--- src/common/xcom_cmd_pkg.sv ---
// command set of the serial link
// header layout: opcode in [7:4], payload length code in [6:5], argument in [3:0]
// opcode and length fields overlap, so a sender must pick matching codes
// unknown opcodes are ignored by the executor
package xcom_cmd_pkg;

  ////////////////////////////////////////////////////////////
  // header field positions
  ////////////////////////////////////////////////////////////
  localparam int unsigned HDR_W       = 8;
  localparam int unsigned HDR_OP_MSB  = 7;
  localparam int unsigned HDR_OP_LSB  = 4;
  localparam int unsigned HDR_LEN_MSB = 6;
  localparam int unsigned HDR_LEN_LSB = 5;
  // id, memory address or register select
  localparam int unsigned HDR_ARG_MSB = 3;
  localparam int unsigned HDR_SEL_BIT = 0;

  typedef logic [HDR_W-1:0] header_t;
  typedef logic [3:0]       opcode_t;
  typedef logic [1:0]       len_code_t;

  // opcodes
  localparam opcode_t XCOM_SET_ID     = 4'd0;
  localparam opcode_t XCOM_WRITE_FLAG = 4'd1;
  localparam opcode_t XCOM_WRITE_REG  = 4'd2;
  localparam opcode_t XCOM_WRITE_MEM  = 4'd3;

  // payload length codes
  localparam len_code_t LEN_NONE = 2'd0;
  localparam len_code_t LEN_8    = 2'd1;
  localparam len_code_t LEN_16   = 2'd2;
  localparam len_code_t LEN_32   = 2'd3;

endpackage

--- src/common/xcom_link_pkg.sv ---
// widths and limits of the serial link and the register state
// tick values above 7 are outside the supported range
// memory address 15 has no storage behind it
package xcom_link_pkg;

  localparam int unsigned WORD_W      = 32;
  localparam int unsigned TICK_W      = 4;
  localparam int unsigned ID_W        = 4;
  localparam int unsigned ADDR_W      = 4;
  localparam int unsigned MEM_DEPTH   = 15;
  localparam int unsigned SYNC_STAGES = 2;

  // start bit, 8-bit header, longest payload
  localparam int unsigned FRAME_W   = 1 + 8 + WORD_W;
  localparam int unsigned BIT_CNT_W = $clog2(FRAME_W + 1);

  typedef logic [WORD_W-1:0]    word_t;
  // half-period is tick + 2 clock cycles
  typedef logic [TICK_W-1:0]    tick_t;
  typedef logic [ID_W-1:0]      board_id_t;
  typedef logic [ADDR_W-1:0]    mem_addr_t;
  typedef logic [BIT_CNT_W-1:0] bit_cnt_t;

endpackage

--- src/xcom_exec.sv ---
// command executor for local and received commands
// a received frame always executes at once, a local command waits one cycle
// i_header and i_data must stay stable while i_req_loc is high
// memory writes to address 15 are dropped, reads there return zero
module xcom_exec
  import xcom_cmd_pkg::*;
  import xcom_link_pkg::*;
(
  input  logic      c_clk_i,
  input  logic      c_rst_ni,
  input  logic      i_req_loc,
  output logic      o_ack_loc,
  input  header_t   i_header,
  input  word_t     i_data,
  input  logic      i_rx_valid,
  input  header_t   i_rx_header,
  input  word_t     i_rx_data,
  input  mem_addr_t i_mem_addr,
  output word_t     o_mem_data,
  output logic      o_qp_vld,
  output logic      o_qp_flag,
  output word_t     o_qp_dt1,
  output word_t     o_qp_dt2,
  output board_id_t o_board_id
);

  logic      loc_exec;
  logic      exec_en;
  header_t   cmd_hdr;
  word_t     cmd_data;
  opcode_t   cmd_op;
  mem_addr_t cmd_addr;
  logic      wr_id;
  logic      wr_flag;
  logic      wr_reg;
  logic      wr_mem;
  word_t     mem_q [MEM_DEPTH];

  ////////////////////////////////////////////////////////////
  // source select, receiver first
  ////////////////////////////////////////////////////////////
  assign loc_exec = i_req_loc & ~o_ack_loc & ~i_rx_valid;
  assign exec_en  = i_rx_valid | loc_exec;

  assign cmd_hdr  = i_rx_valid ? i_rx_header : i_header;
  assign cmd_data = i_rx_valid ? i_rx_data : i_data;
  assign cmd_op   = cmd_hdr[HDR_OP_MSB:HDR_OP_LSB];
  assign cmd_addr = cmd_hdr[HDR_ARG_MSB:0];

  // opcode decode
  assign wr_id   = exec_en && (cmd_op == XCOM_SET_ID);
  assign wr_flag = exec_en && (cmd_op == XCOM_WRITE_FLAG);
  assign wr_reg  = exec_en && (cmd_op == XCOM_WRITE_REG);
  assign wr_mem  = exec_en && (cmd_op == XCOM_WRITE_MEM);

  // local ack, rises after execution and follows the request down
  always_ff @(posedge c_clk_i or negedge c_rst_ni) begin
    if (!c_rst_ni) begin
      o_ack_loc <= 1'b0;
    end else if (loc_exec) begin
      o_ack_loc <= 1'b1;
    end else if (!i_req_loc && o_ack_loc) begin
      o_ack_loc <= 1'b0;
    end
  end

  ////////////////////////////////////////////////////////////
  // register state
  ////////////////////////////////////////////////////////////
  always_ff @(posedge c_clk_i or negedge c_rst_ni) begin
    if (!c_rst_ni) begin
      o_board_id <= '0;
      o_qp_flag  <= 1'b0;
      o_qp_dt1   <= '0;
      o_qp_dt2   <= '0;
      o_qp_vld   <= 1'b0;
    end else begin
      // valid follows any data register write by one cycle
      o_qp_vld <= wr_reg;
      if (wr_id) o_board_id <= cmd_hdr[HDR_ARG_MSB:0];
      if (wr_flag) o_qp_flag <= cmd_hdr[HDR_SEL_BIT];
      if (wr_reg) begin
        if (cmd_hdr[HDR_SEL_BIT]) begin
          o_qp_dt2 <= cmd_data;
        end else begin
          o_qp_dt1 <= cmd_data;
        end
      end
    end
  end

  // memory, cleared on reset so reads start at zero
  always_ff @(posedge c_clk_i or negedge c_rst_ni) begin
    if (!c_rst_ni) begin
      mem_q <= '{default: '0};
    end else if (wr_mem && (cmd_addr < MEM_DEPTH)) begin
      mem_q[cmd_addr] <= cmd_data;
    end
  end

  // combinational read port
  assign o_mem_data = (i_mem_addr < MEM_DEPTH) ? mem_q[i_mem_addr] : '0;

endmodule

--- src/xcom_top.sv ---
// serial command link, transmitter, receiver and executor side by side
// both handshakes share i_header and i_data
// only one request may be raised at a time
module xcom_top
  import xcom_cmd_pkg::*;
  import xcom_link_pkg::*;
(
  input  logic      c_clk_i,
  input  logic      c_rst_ni,
  input  tick_t     i_cfg_tick,
  // local and network command ports
  input  logic      i_req_loc,
  output logic      o_ack_loc,
  input  logic      i_req_net,
  output logic      o_ack_net,
  input  header_t   i_header,
  input  word_t     i_data,
  // register state
  input  mem_addr_t i_mem_addr,
  output word_t     o_mem_data,
  output logic      o_qp_vld,
  output logic      o_qp_flag,
  output word_t     o_qp_dt1,
  output word_t     o_qp_dt2,
  output board_id_t o_board_id,
  // serial link
  input  logic      i_xcom_clk,
  input  logic      i_xcom_data,
  output logic      o_xcom_clk,
  output logic      o_xcom_data,
  output logic      o_tx_busy
);

  logic    rx_valid;
  header_t rx_header;
  word_t   rx_data;

  ////////////////////////////////////////////////////////////
  // transmit side
  ////////////////////////////////////////////////////////////
  xcom_tx_ser u_tx_ser (
    .c_clk_i    (c_clk_i),
    .c_rst_ni   (c_rst_ni),
    .i_cfg_tick (i_cfg_tick),
    .i_req      (i_req_net),
    .i_header   (i_header),
    .i_data     (i_data),
    .o_ack      (o_ack_net),
    .o_busy     (o_tx_busy),
    .o_xcom_clk (o_xcom_clk),
    .o_xcom_data(o_xcom_data)
  );

  ////////////////////////////////////////////////////////////
  // receive side and command execution
  ////////////////////////////////////////////////////////////
  xcom_rx_deser u_rx_deser (
    .c_clk_i    (c_clk_i),
    .c_rst_ni   (c_rst_ni),
    .i_xcom_clk (i_xcom_clk),
    .i_xcom_data(i_xcom_data),
    .o_valid    (rx_valid),
    .o_header   (rx_header),
    .o_data     (rx_data)
  );

  xcom_exec u_exec (
    .c_clk_i    (c_clk_i),
    .c_rst_ni   (c_rst_ni),
    .i_req_loc  (i_req_loc),
    .o_ack_loc  (o_ack_loc),
    .i_header   (i_header),
    .i_data     (i_data),
    .i_rx_valid (rx_valid),
    .i_rx_header(rx_header),
    .i_rx_data  (rx_data),
    .i_mem_addr (i_mem_addr),
    .o_mem_data (o_mem_data),
    .o_qp_vld   (o_qp_vld),
    .o_qp_flag  (o_qp_flag),
    .o_qp_dt1   (o_qp_dt1),
    .o_qp_dt2   (o_qp_dt2),
    .o_board_id (o_board_id)
  );

endmodule

--- src/xcom_rx/xcom_rx_deser.sv ---
// frame deserializer for one link input
// bits are taken on every toggle of the synchronized clock line
// the data line must settle together with the clock toggle
// o_valid is a single-cycle pulse and cannot be stalled
// toggles in idle with data 0 are padding and are dropped
module xcom_rx_deser
  import xcom_cmd_pkg::*;
  import xcom_link_pkg::*;
(
  input  logic    c_clk_i,
  input  logic    c_rst_ni,
  input  logic    i_xcom_clk,
  input  logic    i_xcom_data,
  output logic    o_valid,
  output header_t o_header,
  output word_t   o_data
);

  typedef enum logic [1:0] {RX_IDLE, RX_HDR, RX_PAY} rx_state_e;

  logic [SYNC_STAGES-1:0] clk_sync_q;
  logic [SYNC_STAGES-1:0] dat_sync_q;
  logic                   clk_d_q;
  logic                   edge_det;
  logic                   bit_in;
  rx_state_e              state_q;
  bit_cnt_t               cnt_q;
  bit_cnt_t               pay_bits;
  header_t                hdr_sh_q;
  header_t                hdr_next;
  word_t                  pay_sh_q;
  word_t                  pay_next;
  len_code_t              len;
  logic                   hdr_done;
  logic                   pay_done;
  logic                   frame_done;

  ////////////////////////////////////////////////////////////
  // input sync and toggle detect
  ////////////////////////////////////////////////////////////
  always_ff @(posedge c_clk_i or negedge c_rst_ni) begin
    if (!c_rst_ni) begin
      clk_sync_q <= '0;
      dat_sync_q <= '0;
      clk_d_q    <= 1'b0;
    end else begin
      clk_sync_q <= {clk_sync_q[SYNC_STAGES-2:0], i_xcom_clk};
      dat_sync_q <= {dat_sync_q[SYNC_STAGES-2:0], i_xcom_data};
      clk_d_q    <= clk_sync_q[SYNC_STAGES-1];
    end
  end

  // either edge of the line clock carries a bit
  assign edge_det = clk_sync_q[SYNC_STAGES-1] ^ clk_d_q;
  assign bit_in   = dat_sync_q[SYNC_STAGES-1];

  ////////////////////////////////////////////////////////////
  // shift paths
  ////////////////////////////////////////////////////////////
  assign hdr_next = {hdr_sh_q[HDR_W-2:0], bit_in};
  assign pay_next = {pay_sh_q[WORD_W-2:0], bit_in};
  assign len      = hdr_next[HDR_LEN_MSB:HDR_LEN_LSB];

  always_comb begin
    case (len)
      LEN_8:   pay_bits = bit_cnt_t'(8);
      LEN_16:  pay_bits = bit_cnt_t'(16);
      default: pay_bits = bit_cnt_t'(WORD_W);
    endcase
  end

  assign hdr_done   = (state_q == RX_HDR) && edge_det && (cnt_q == bit_cnt_t'(1));
  assign pay_done   = (state_q == RX_PAY) && edge_det && (cnt_q == bit_cnt_t'(1));
  assign frame_done = (hdr_done && (len == LEN_NONE)) || pay_done;

  // cleared outside the payload so short words come out zero-extended
  always_ff @(posedge c_clk_i) begin
    if (state_q != RX_PAY) begin
      pay_sh_q <= '0;
    end else if (edge_det) begin
      pay_sh_q <= pay_next;
    end
    if ((state_q == RX_HDR) && edge_det) begin
      hdr_sh_q <= hdr_next;
    end
    if (frame_done) begin
      o_header <= hdr_done ? hdr_next : hdr_sh_q;
      o_data   <= pay_done ? pay_next : '0;
    end
  end

  ////////////////////////////////////////////////////////////
  // frame FSM
  ////////////////////////////////////////////////////////////
  always_ff @(posedge c_clk_i or negedge c_rst_ni) begin
    if (!c_rst_ni) begin
      state_q <= RX_IDLE;
      cnt_q   <= '0;
      o_valid <= 1'b0;
    end else begin
      o_valid <= frame_done;
      case (state_q)
        RX_IDLE: begin
          // start bit is the only toggle with data 1 in idle
          if (edge_det && bit_in) begin
            cnt_q   <= bit_cnt_t'(HDR_W);
            state_q <= RX_HDR;
          end
        end
        RX_HDR: begin
          if (edge_det) begin
            cnt_q <= cnt_q - bit_cnt_t'(1);
            if (hdr_done) begin
              cnt_q   <= pay_bits;
              state_q <= (len == LEN_NONE) ? RX_IDLE : RX_PAY;
            end
          end
        end
        RX_PAY: begin
          if (edge_det) begin
            cnt_q <= cnt_q - bit_cnt_t'(1);
            if (pay_done) state_q <= RX_IDLE;
          end
        end
        default: state_q <= RX_IDLE;
      endcase
    end
  end

endmodule

--- src/xcom_tx/xcom_tx_ser.sv ---
// frame serializer, one bit per toggle of o_xcom_clk
// i_cfg_tick must stay stable while a frame is in flight
// requests arriving during a frame wait until the FSM is idle again
// an odd toggle count gets one padding toggle with data 0
module xcom_tx_ser
  import xcom_cmd_pkg::*;
  import xcom_link_pkg::*;
(
  input  logic    c_clk_i,
  input  logic    c_rst_ni,
  input  tick_t   i_cfg_tick,
  input  logic    i_req,
  input  header_t i_header,
  input  word_t   i_data,
  output logic    o_ack,
  output logic    o_busy,
  output logic    o_xcom_clk,
  output logic    o_xcom_data
);

  typedef enum logic [1:0] {TX_IDLE, TX_LOAD, TX_SHIFT, TX_TAIL} tx_state_e;

  tx_state_e          state_q;
  header_t            hdr_q;
  word_t              data_q;
  logic [FRAME_W-1:0] sh_q;
  bit_cnt_t           bits_q;
  tick_t              per_q;
  logic               accept;
  logic               toggle_en;
  len_code_t          len;
  word_t              pay_aligned;
  bit_cnt_t           frame_bits;

  ////////////////////////////////////////////////////////////
  // network handshake
  ////////////////////////////////////////////////////////////
  assign accept = i_req & ~o_ack & (state_q == TX_IDLE);
  assign o_busy = (state_q != TX_IDLE);

  always_ff @(posedge c_clk_i or negedge c_rst_ni) begin
    if (!c_rst_ni) begin
      o_ack <= 1'b0;
    end else if (accept) begin
      o_ack <= 1'b1;
    end else if (!i_req && o_ack) begin
      o_ack <= 1'b0;
    end
  end

  // command capture
  always_ff @(posedge c_clk_i) begin
    if (accept) begin
      hdr_q  <= i_header;
      data_q <= i_data;
    end
  end

  ////////////////////////////////////////////////////////////
  // frame build
  ////////////////////////////////////////////////////////////
  assign len = hdr_q[HDR_LEN_MSB:HDR_LEN_LSB];

  // payload moved to the top so it leaves MSB first
  always_comb begin
    case (len)
      LEN_NONE: begin
        pay_aligned = '0;
        frame_bits  = bit_cnt_t'(9);
      end
      LEN_8: begin
        pay_aligned = {data_q[7:0], 24'd0};
        frame_bits  = bit_cnt_t'(17);
      end
      LEN_16: begin
        pay_aligned = {data_q[15:0], 16'd0};
        frame_bits  = bit_cnt_t'(25);
      end
      default: begin
        pay_aligned = data_q;
        frame_bits  = bit_cnt_t'(FRAME_W);
      end
    endcase
  end

  assign toggle_en = (state_q == TX_SHIFT) && (per_q == '0);

  always_ff @(posedge c_clk_i) begin
    if (state_q == TX_LOAD) begin
      sh_q <= {1'b1, hdr_q, pay_aligned};
    end else if (toggle_en) begin
      sh_q <= {sh_q[FRAME_W-2:0], 1'b0};
    end
  end

  ////////////////////////////////////////////////////////////
  // toggle FSM
  ////////////////////////////////////////////////////////////
  always_ff @(posedge c_clk_i or negedge c_rst_ni) begin
    if (!c_rst_ni) begin
      state_q     <= TX_IDLE;
      bits_q      <= '0;
      per_q       <= '0;
      o_xcom_clk  <= 1'b0;
      o_xcom_data <= 1'b0;
    end else begin
      case (state_q)
        TX_IDLE: begin
          // data line parks low between frames
          o_xcom_data <= 1'b0;
          if (accept) state_q <= TX_LOAD;
        end
        TX_LOAD: begin
          bits_q  <= frame_bits;
          per_q   <= '0;
          state_q <= TX_SHIFT;
        end
        TX_SHIFT: begin
          if (toggle_en) begin
            o_xcom_clk  <= ~o_xcom_clk;
            o_xcom_data <= sh_q[FRAME_W-1];
            bits_q      <= bits_q - bit_cnt_t'(1);
            per_q       <= i_cfg_tick + tick_t'(1);
            // last bit, clock high after it needs the tail
            if (bits_q == bit_cnt_t'(1)) begin
              state_q <= o_xcom_clk ? TX_IDLE : TX_TAIL;
            end
          end else begin
            per_q <= per_q - tick_t'(1);
          end
        end
        TX_TAIL: begin
          if (per_q == '0) begin
            o_xcom_clk  <= 1'b0;
            o_xcom_data <= 1'b0;
            state_q     <= TX_IDLE;
          end else begin
            per_q <= per_q - tick_t'(1);
          end
        end
        default: state_q <= TX_IDLE;
      endcase
    end
  end

endmodule
--- config.mk ---
export PLATFORM = sky130hd
export DESIGN_NAME = xcom_top
export DESIGN_NICKNAME = d
export VERILOG_FILES = /design/src/common/xcom_cmd_pkg.sv /design/src/common/xcom_link_pkg.sv /design/src/xcom_exec.sv /design/src/xcom_top.sv /design/src/xcom_rx/xcom_rx_deser.sv /design/src/xcom_tx/xcom_tx_ser.sv
export SDC_FILE = /design/constraint.sdc
export NUM_CORES = 1
export LEC_CHECK = 0
export ABC_AREA = 1
export BUFFER_PORTS_ARGS = -buffer_cell sky130_fd_sc_hd__buf_2
export CELL_PAD_IN_SITES_DETAIL_PLACEMENT = 0
export CELL_PAD_IN_SITES_GLOBAL_PLACEMENT = 2
export CORE_MARGIN = 2
export CORE_UTILIZATION = 38
export DETAILED_ROUTE_END_ITERATION = 8
export PLACE_DENSITY = 0.77
export SETUP_SLACK_MARGIN = 0.1
export SLEW_MARGIN = 20
export SYNTH_ARGS = -nofsm -noshare
export SYNTH_HDL_FRONTEND = slang
export SYNTH_HIERARCHICAL = 1
export SYNTH_SLANG_ARGS = --single-unit
--- constraint.sdc ---
create_clock -name c_clk_i -period 5.1 [get_ports c_clk_i]
set_input_delay 0.51 -clock c_clk_i [delete_from_list [all_inputs] [get_ports c_clk_i]]
set_output_delay 0.51 -clock c_clk_i [all_outputs]
set_load 0.01 [all_outputs]
==> results.ini, run 1 <==
[sta]
setup_tns_ns = 0
fin_crit_ns = 3.51
fin_crit_sh = 0.688
worstMarginPinSlew_ns = 1.14
setup_ws_ns = 1.59
hold_viol_final = 0
rsz0062_at_grt = false
slew_headroom = 0.235
timing_max_transition_violations_final = 0
fin_worst_hold_slack_ns = 0.0736
skew_ns = 0.0287
setup_viol = 0
fmax_ghz = 0.285

[clock_network]
cts_made_buffers = 87
cts_root_buf = clkbuf_16
cts_hold_buf = 3
cts.htree.levels = 3
clockBufferDepth = 3
cts_setup_buffers = 0
cts_sinks = 740
cts_tree = yes
clk_pin_slew_ns = 0.05
clk_latency_ns = 0.66
cts_resized = 0

[critical_path]
crit_path_start_kind = primary input
crit_slowest_cell = inv_4
crit_type = in2out
rr_startpoint = u_rx_deser/o_valid
cpLargestDelayFamily = buffers and inverters
worst-r2r-cell-count = 9
cp.required_ns = 4.59
r2r_end = u_exec/mem_q[354]
timing.critical_path.mode_cell = buf_4
path_max_fanout = 80
crit_buf_inv = 4
critPathArrivalTime_ns = 3.00
reg2reg_slack_ns = 1.61
crit_start = i_mem_addr[0]
critPathCapture = o_mem_data[24]
cpPeakStageDelay_ns = 0.76
path_depth = 8
crit_chain = buf_4, inv_4, buf_4, nor2_1, o21ai_0, nand2_1, nand3_1, buf_2
crit_path_end_kind = output pin

[logic_synthesis]
synth-edff-count = 128
yosysWarnings = 6
yosysMostFrequentCell = nand2_1
ys_ff_latch = 740
async_reset_ff_frac = 0.784
netlist_top_cells_count = nand2_1, nand3_1, dfrtp_1
ys.flop_type = dfrtp_1
ys_types = 40
synthTopCellsByArea = dfrtp_1, nand2_1, edfxtp_1
avgSynthCellArea_sq_um = 8.20
ys_seq_area_frac = 0.558
synth_cells = 4150
synth_area_sq_um = 34000
synth_top_cell_area_share = 0.427
synth_top_area_cell = dfrtp_1
syn_nets = 4225

[routing]
drt_iter0_markers = 2956
vias = 29100
routedWlPerCell_um = 23.1
drt_pass1_iterations = 5
drtAntennaViolNets = 0
drc = 0
wl_um = 126000
vias_per_cell = 5.36

[floorplan]
die_w_um = 303
io_pins = 161
rows = 109
die_y_um = 303
coreArea_sq_um = 88500
start_util = 0.384
die_area_sq_um = 91900

[power]
max-vdd-ir-drop_mv = 0.251
p_leak_uw = 0.0195
power.density_nw_per_um2 = 407

[run_status]
status = finished clean

[global_route]
grt_max_degree = 125
grt_pass1_vias = 27600
antenna_found_initial = 2
grt_pass1_wl_um = 189000
grtUsageTotal = 0.274
grt-ovfl-total = 0

[place]
hpwl_um = 77100
gp_congestion = 0.854
placed_area_sq_um = 36000
io_buffers = 160
dp_slack_ns = 1.57

[final_layout]
seq_area_sq_um = 19000
nNetsFinal = 4272
design_area_sq_um = 38900
area_growth_pct = 14.3
num_antenna_cells = 0
n_fill_cell = 8911
multi_input_area_sq_um = 13400
drive_above_1_share = 0.115

[min_path]
hp-class = in2reg
holdCritStartpoint = i_data[27]

[run]
drv_cap = 0

==> registers in the layout (all words and copies together) (netlist names), 4 cells and up <==
signal and cells:
u_exec/mem_q 480, u_rx_deser/hdr_sh_q 8, u_exec/o_qp_dt1 32, u_rx_deser/o_data 32
u_tx_ser/bits_q 6, u_tx_ser/per_q 4, u_rx_deser/o_header 8, u_rx_deser/cnt_q 6
u_rx_deser/pay_sh_q 31, u_tx_ser/hdr_q 8, u_exec/o_qp_dt2 32, u_exec/o_board_id 4
u_tx_ser/data_q 32, u_tx_ser/sh_q 41
==> worst min-delay path by stage <==
stage                          endpoint  depth (start not counted)  slack, ns
2_1_floorplan           u_exec/mem_q[0]                          0       0.21
3_3_place_gp   u_rx_deser/dat_sync_q[1]                          0       0.35
3_5_place_dp   u_rx_deser/dat_sync_q[1]                          0       0.35
4_1_cts             u_tx_ser/data_q[27]                          1       0.04
5_1_grt             u_tx_ser/data_q[27]                          1       0.06
6_report            u_tx_ser/data_q[27]                          1       0.07
==> final cells by class <==
cell class / count / share of cell area
clock buffers: 142 / 0.0699
clock inverters: 20 / 0.00457
repair buffers: 263 / 0.0438
inverters: 103 / 0.0100
multi-input cells: 3002 / 0.346
flip-flops and latches: 740 / 0.489
well taps: 1165 / 0.0375
==> per-layer routing <==
metal | share of wire | track usage | vias up
met2 | 0.44 | 0.404 | 901
li1 | - | - | 13700
met1 | 0.48 | 0.423 | 14400
met5 | 0 | 0 | -
met3 | 0.065 | 0.0394 | 140
met4 | 0.021 | 0.0630 | 0
==> cells in the final DEF, fill, tap and decap left out, types with 33 or more instances in the layout <==
cell          n
a22oi_1      40
buf_2       158
buf_4        93
clkbuf_16    91
dfrtp_1     580
edfxtp_1    128
inv_1        88
nand2_1    1619
nand3_1     645
nand4_1      70
nor2_1      248
o21ai_0     183
or2_2        33
==> through the flow <==
stage	utilization	total power, uW	cells
after floorplan	-	8620	4150
after global placement	0.406	9640	5269
after detailed placement	0.406	9640	5270
after CTS	0.439	16000	5435
after global routing	0.439	16600	5435
final	0.439	15800	5435
==> logic make-up (layout without fill, tap and decap cells) <==
logic type | count (synthesis) | count (layout) | synth area share
AO/OA/AOI/OAI | 306 | 306 | 0.0517
AND/OR/NAND/NOR | 2672 | 2672 | 0.331
buffers and inverters | 408 | 528 | 0.0504
XOR/XNOR | 3 | 3 | 0.000773
flip-flops | 740 | 740 | 0.558
adder cells (fa/ha/maj) | 21 | 21 | 0.00772
==> report_power, final <==
part / total (uW) / switching, uW / internal, uW
Sequential: 6990 / 286 / 6700
Combinational: 2540 / 1790 / 750
Clock: 6320 / 2610 / 3710
Total: 15800 / 4690 / 11200
Note: power is estimated with default switching activity, not from simulation.
==> run 2, diff against run 1 <==
--- a/config.mk
+++ b/config.mk
@@ -10,9 +10,9 @@
 export CELL_PAD_IN_SITES_DETAIL_PLACEMENT = 0
 export CELL_PAD_IN_SITES_GLOBAL_PLACEMENT = 2
 export CORE_MARGIN = 2
-export CORE_UTILIZATION = 38
+export CORE_UTILIZATION = 34
 export DETAILED_ROUTE_END_ITERATION = 8
-export PLACE_DENSITY = 0.77
+export PLACE_DENSITY = 0.73
 export SETUP_SLACK_MARGIN = 0.1
 export SLEW_MARGIN = 20
 export SYNTH_ARGS = -nofsm -noshare
==> constraint.sdc (replaced) <==
create_clock -name c_clk_i -period 3 [get_ports c_clk_i]
set_input_delay 0.3 -clock c_clk_i [delete_from_list [all_inputs] [get_ports c_clk_i]]
set_output_delay 0.3 -clock c_clk_i [all_outputs]
set_load 0.01 [all_outputs]
==> run 2 against run 1 <==
Worst setup slack worse by 1.3 ns; register-to-register slack worse by 1.1 ns; clock power up 72%; largest cell class unchanged; sequential power up 70%.
==> results.ini, run 2 (synthesized netlist as in run 1, its figures left out) <==
[critical_path]
cpLargestDelayFamily = simple AND/OR/NAND/NOR gates
crit_path_start_kind = register
crit_buf_inv = 1
crit_path_end_kind = output pin
critPathArrivalTime_ns = 2.37
path_max_fanout = 2
cpPeakStageDelay_ns = 0.37
timing.critical_path.mode_cell = nand3_1
cp.required_ns = 2.70
crit_slowest_cell = dfrtp_1
crit_chain = or2_2, nand2_1, nand4_1, nand3_1, nand3_1, buf_2
crit_type = reg2out

[sta]
fin_crit_ns = 2.67
rsz0062_at_grt = false
fin_crit_sh = 0.890
setup_ws_ns = 0.329
slew_headroom = 0.367
fmax_ghz = 0.374
timing_max_transition_violations_final = 0
setup_tns_ns = 0
skew_ns = 0.0240
worstMarginPinSlew_ns = 0.950
hold_viol_final = 0
fin_worst_hold_slack_ns = 0.0962
setup_viol = 0

[place]
placedCellCount = 5451
hpwl_um = 79500
io_buffers = 160
gp_congestion = 0.828
dp_slack_ns = 0.419

[clock_network]
cts.htree.levels = 3
cts_sinks = 740
cts_resized = 0
clockBufferDepth = 3
cts_made_buffers = 89
clk_pin_slew_ns = 0.06
cts_root_buf = clkbuf_16
cts_tree = yes
clk_latency_ns = 0.66
cts_setup_buffers = 0
cts_hold_buf = 46

[routing]
drt_iter0_markers = 2780
drtAntennaViolNets = 0
wl_um = 128000
routedWlPerCell_um = 22.7
vias_per_cell = 5.19
vias = 29400
drc = 0
drt_pass1_iterations = 5

[floorplan]
die_y_um = 320
die_area_sq_um = 103000
coreArea_sq_um = 99600
die_w_um = 320
io_pins = 161
start_util = 0.342
rows = 116

[final_layout]
multi_input_area_sq_um = 13400
area_growth_pct = 17.9
largestRegisters = u_exec/mem_q: 480 flops, u_tx_ser/sh_q: 41 flops
nNetsFinal = 4365
n_fill_cell = 10200
seq_area_sq_um = 19000
regMostFlops = u_exec/mem_q
final_common_cell = nand2_1
finalNonFillerCells = 5661
largest_reg_flops = 480
drive_above_1_share = 0.123
most-common-layout-cells = nand2_1, nand3_1, dfrtp_1

[power]
internal-power_uw = 19300
seq_power_share = 0.436
p_leak_uw = 0.0200
switchingPower_uw = 7980
netSwitchingFraction = 0.293
pwr-share-clk = 0.400
power.density_nw_per_um2 = 679
max-vdd-ir-drop_mv = 0.369
comb_power_share = 0.164

[min_path]
hp-class = in2reg

[global_route]
antenna_found_initial = 10
grt_max_degree = 87
grtUsageTotal = 0.250
grt_pass1_vias = 29000
grt-ovfl-total = 0
grt_pass1_wl_um = 193000

[run_status]
status = finished clean

[run]
drv_cap = 0

[run 2: cell types whose count changed in the layout (fill, tap and decap cells not counted), sizes merged]
cell and change:
clkinvlp +4, diode +2, clkinv +4, buf +48
dlygate4sd3 +43, inv -1, clkbuf -12, bufinv +5
[run 2: cell type report]
class                   count  share of cell area
diodes                      2            0.000125
inverters                 103             0.00976
repair buffers            354              0.0682
flip-flops and latches    740               0.474
clock buffers             130              0.0644
clock inverters            32             0.00817
multi-input cells        3002               0.335
well taps                1298              0.0405
[run 2: stage by stage]
step	utilization	total power (uW)	cell area [sq um]
global route	0.403	28600	40100
CTS	0.403	27600	40100
detailed placement	0.369	16500	36700
global placement	0.369	16500	36700
floorplan	-	14700	34000
finish	0.403	27200	40100
[run 2: worst register-to-register path: stages, from the launching register on]
cell     delay (ns)
dfrtp_1        0.40
buf_4          0.22
nand2_1        0.09
nand2_1        0.09
nor2_1         0.12
nand3_1        0.20
nor2_4         0.31
buf_12         0.29
buf_12         0.42
nand3_1        0.19
nand2_1        0.10
[run 2: metal layers]
layer / routed length [um] / GRT usage / vias up
met4: 3370 / 0.0738 / 6
met3: 8830 / 0.0479 / 172
met5: 37 / 0 / -
met2: 55900 / 0.373 / 846
met1: 60300 / 0.368 / 14500
li1: - / - / 13800
[run 2: worst paths after layout]
kind,startpoint,end,slack (ns),cells after the start
max reg2reg,u_rx_deser/o_valid,u_exec/mem_q[370],0.48,10
max,u_exec/mem_q[434],o_mem_data[18],0.33,6
min reg2reg,u_rx_deser/clk_sync_q[0],u_rx_deser/clk_sync_q[1],0.35,0
min,i_cfg_tick[3],u_tx_ser/per_q[3],0.1,7
max in group asynchronous,c_rst_ni,u_exec/mem_q[431],1.85,4
min in group asynchronous,c_rst_ni,u_exec/o_qp_dt2[5],0.17,2
[run 2: power by group through the flow]
stage	Sequential (uW)	Clock (uW)	Combinational [uW]
2_1_floorplan	12000	0	2650
3_3_place_gp	12000	0	4450
3_5_place_dp	12100	0	4460
4_1_cts	11900	11200	4520
5_1_grt	12000	11600	5030
6_report	11900	10900	4470
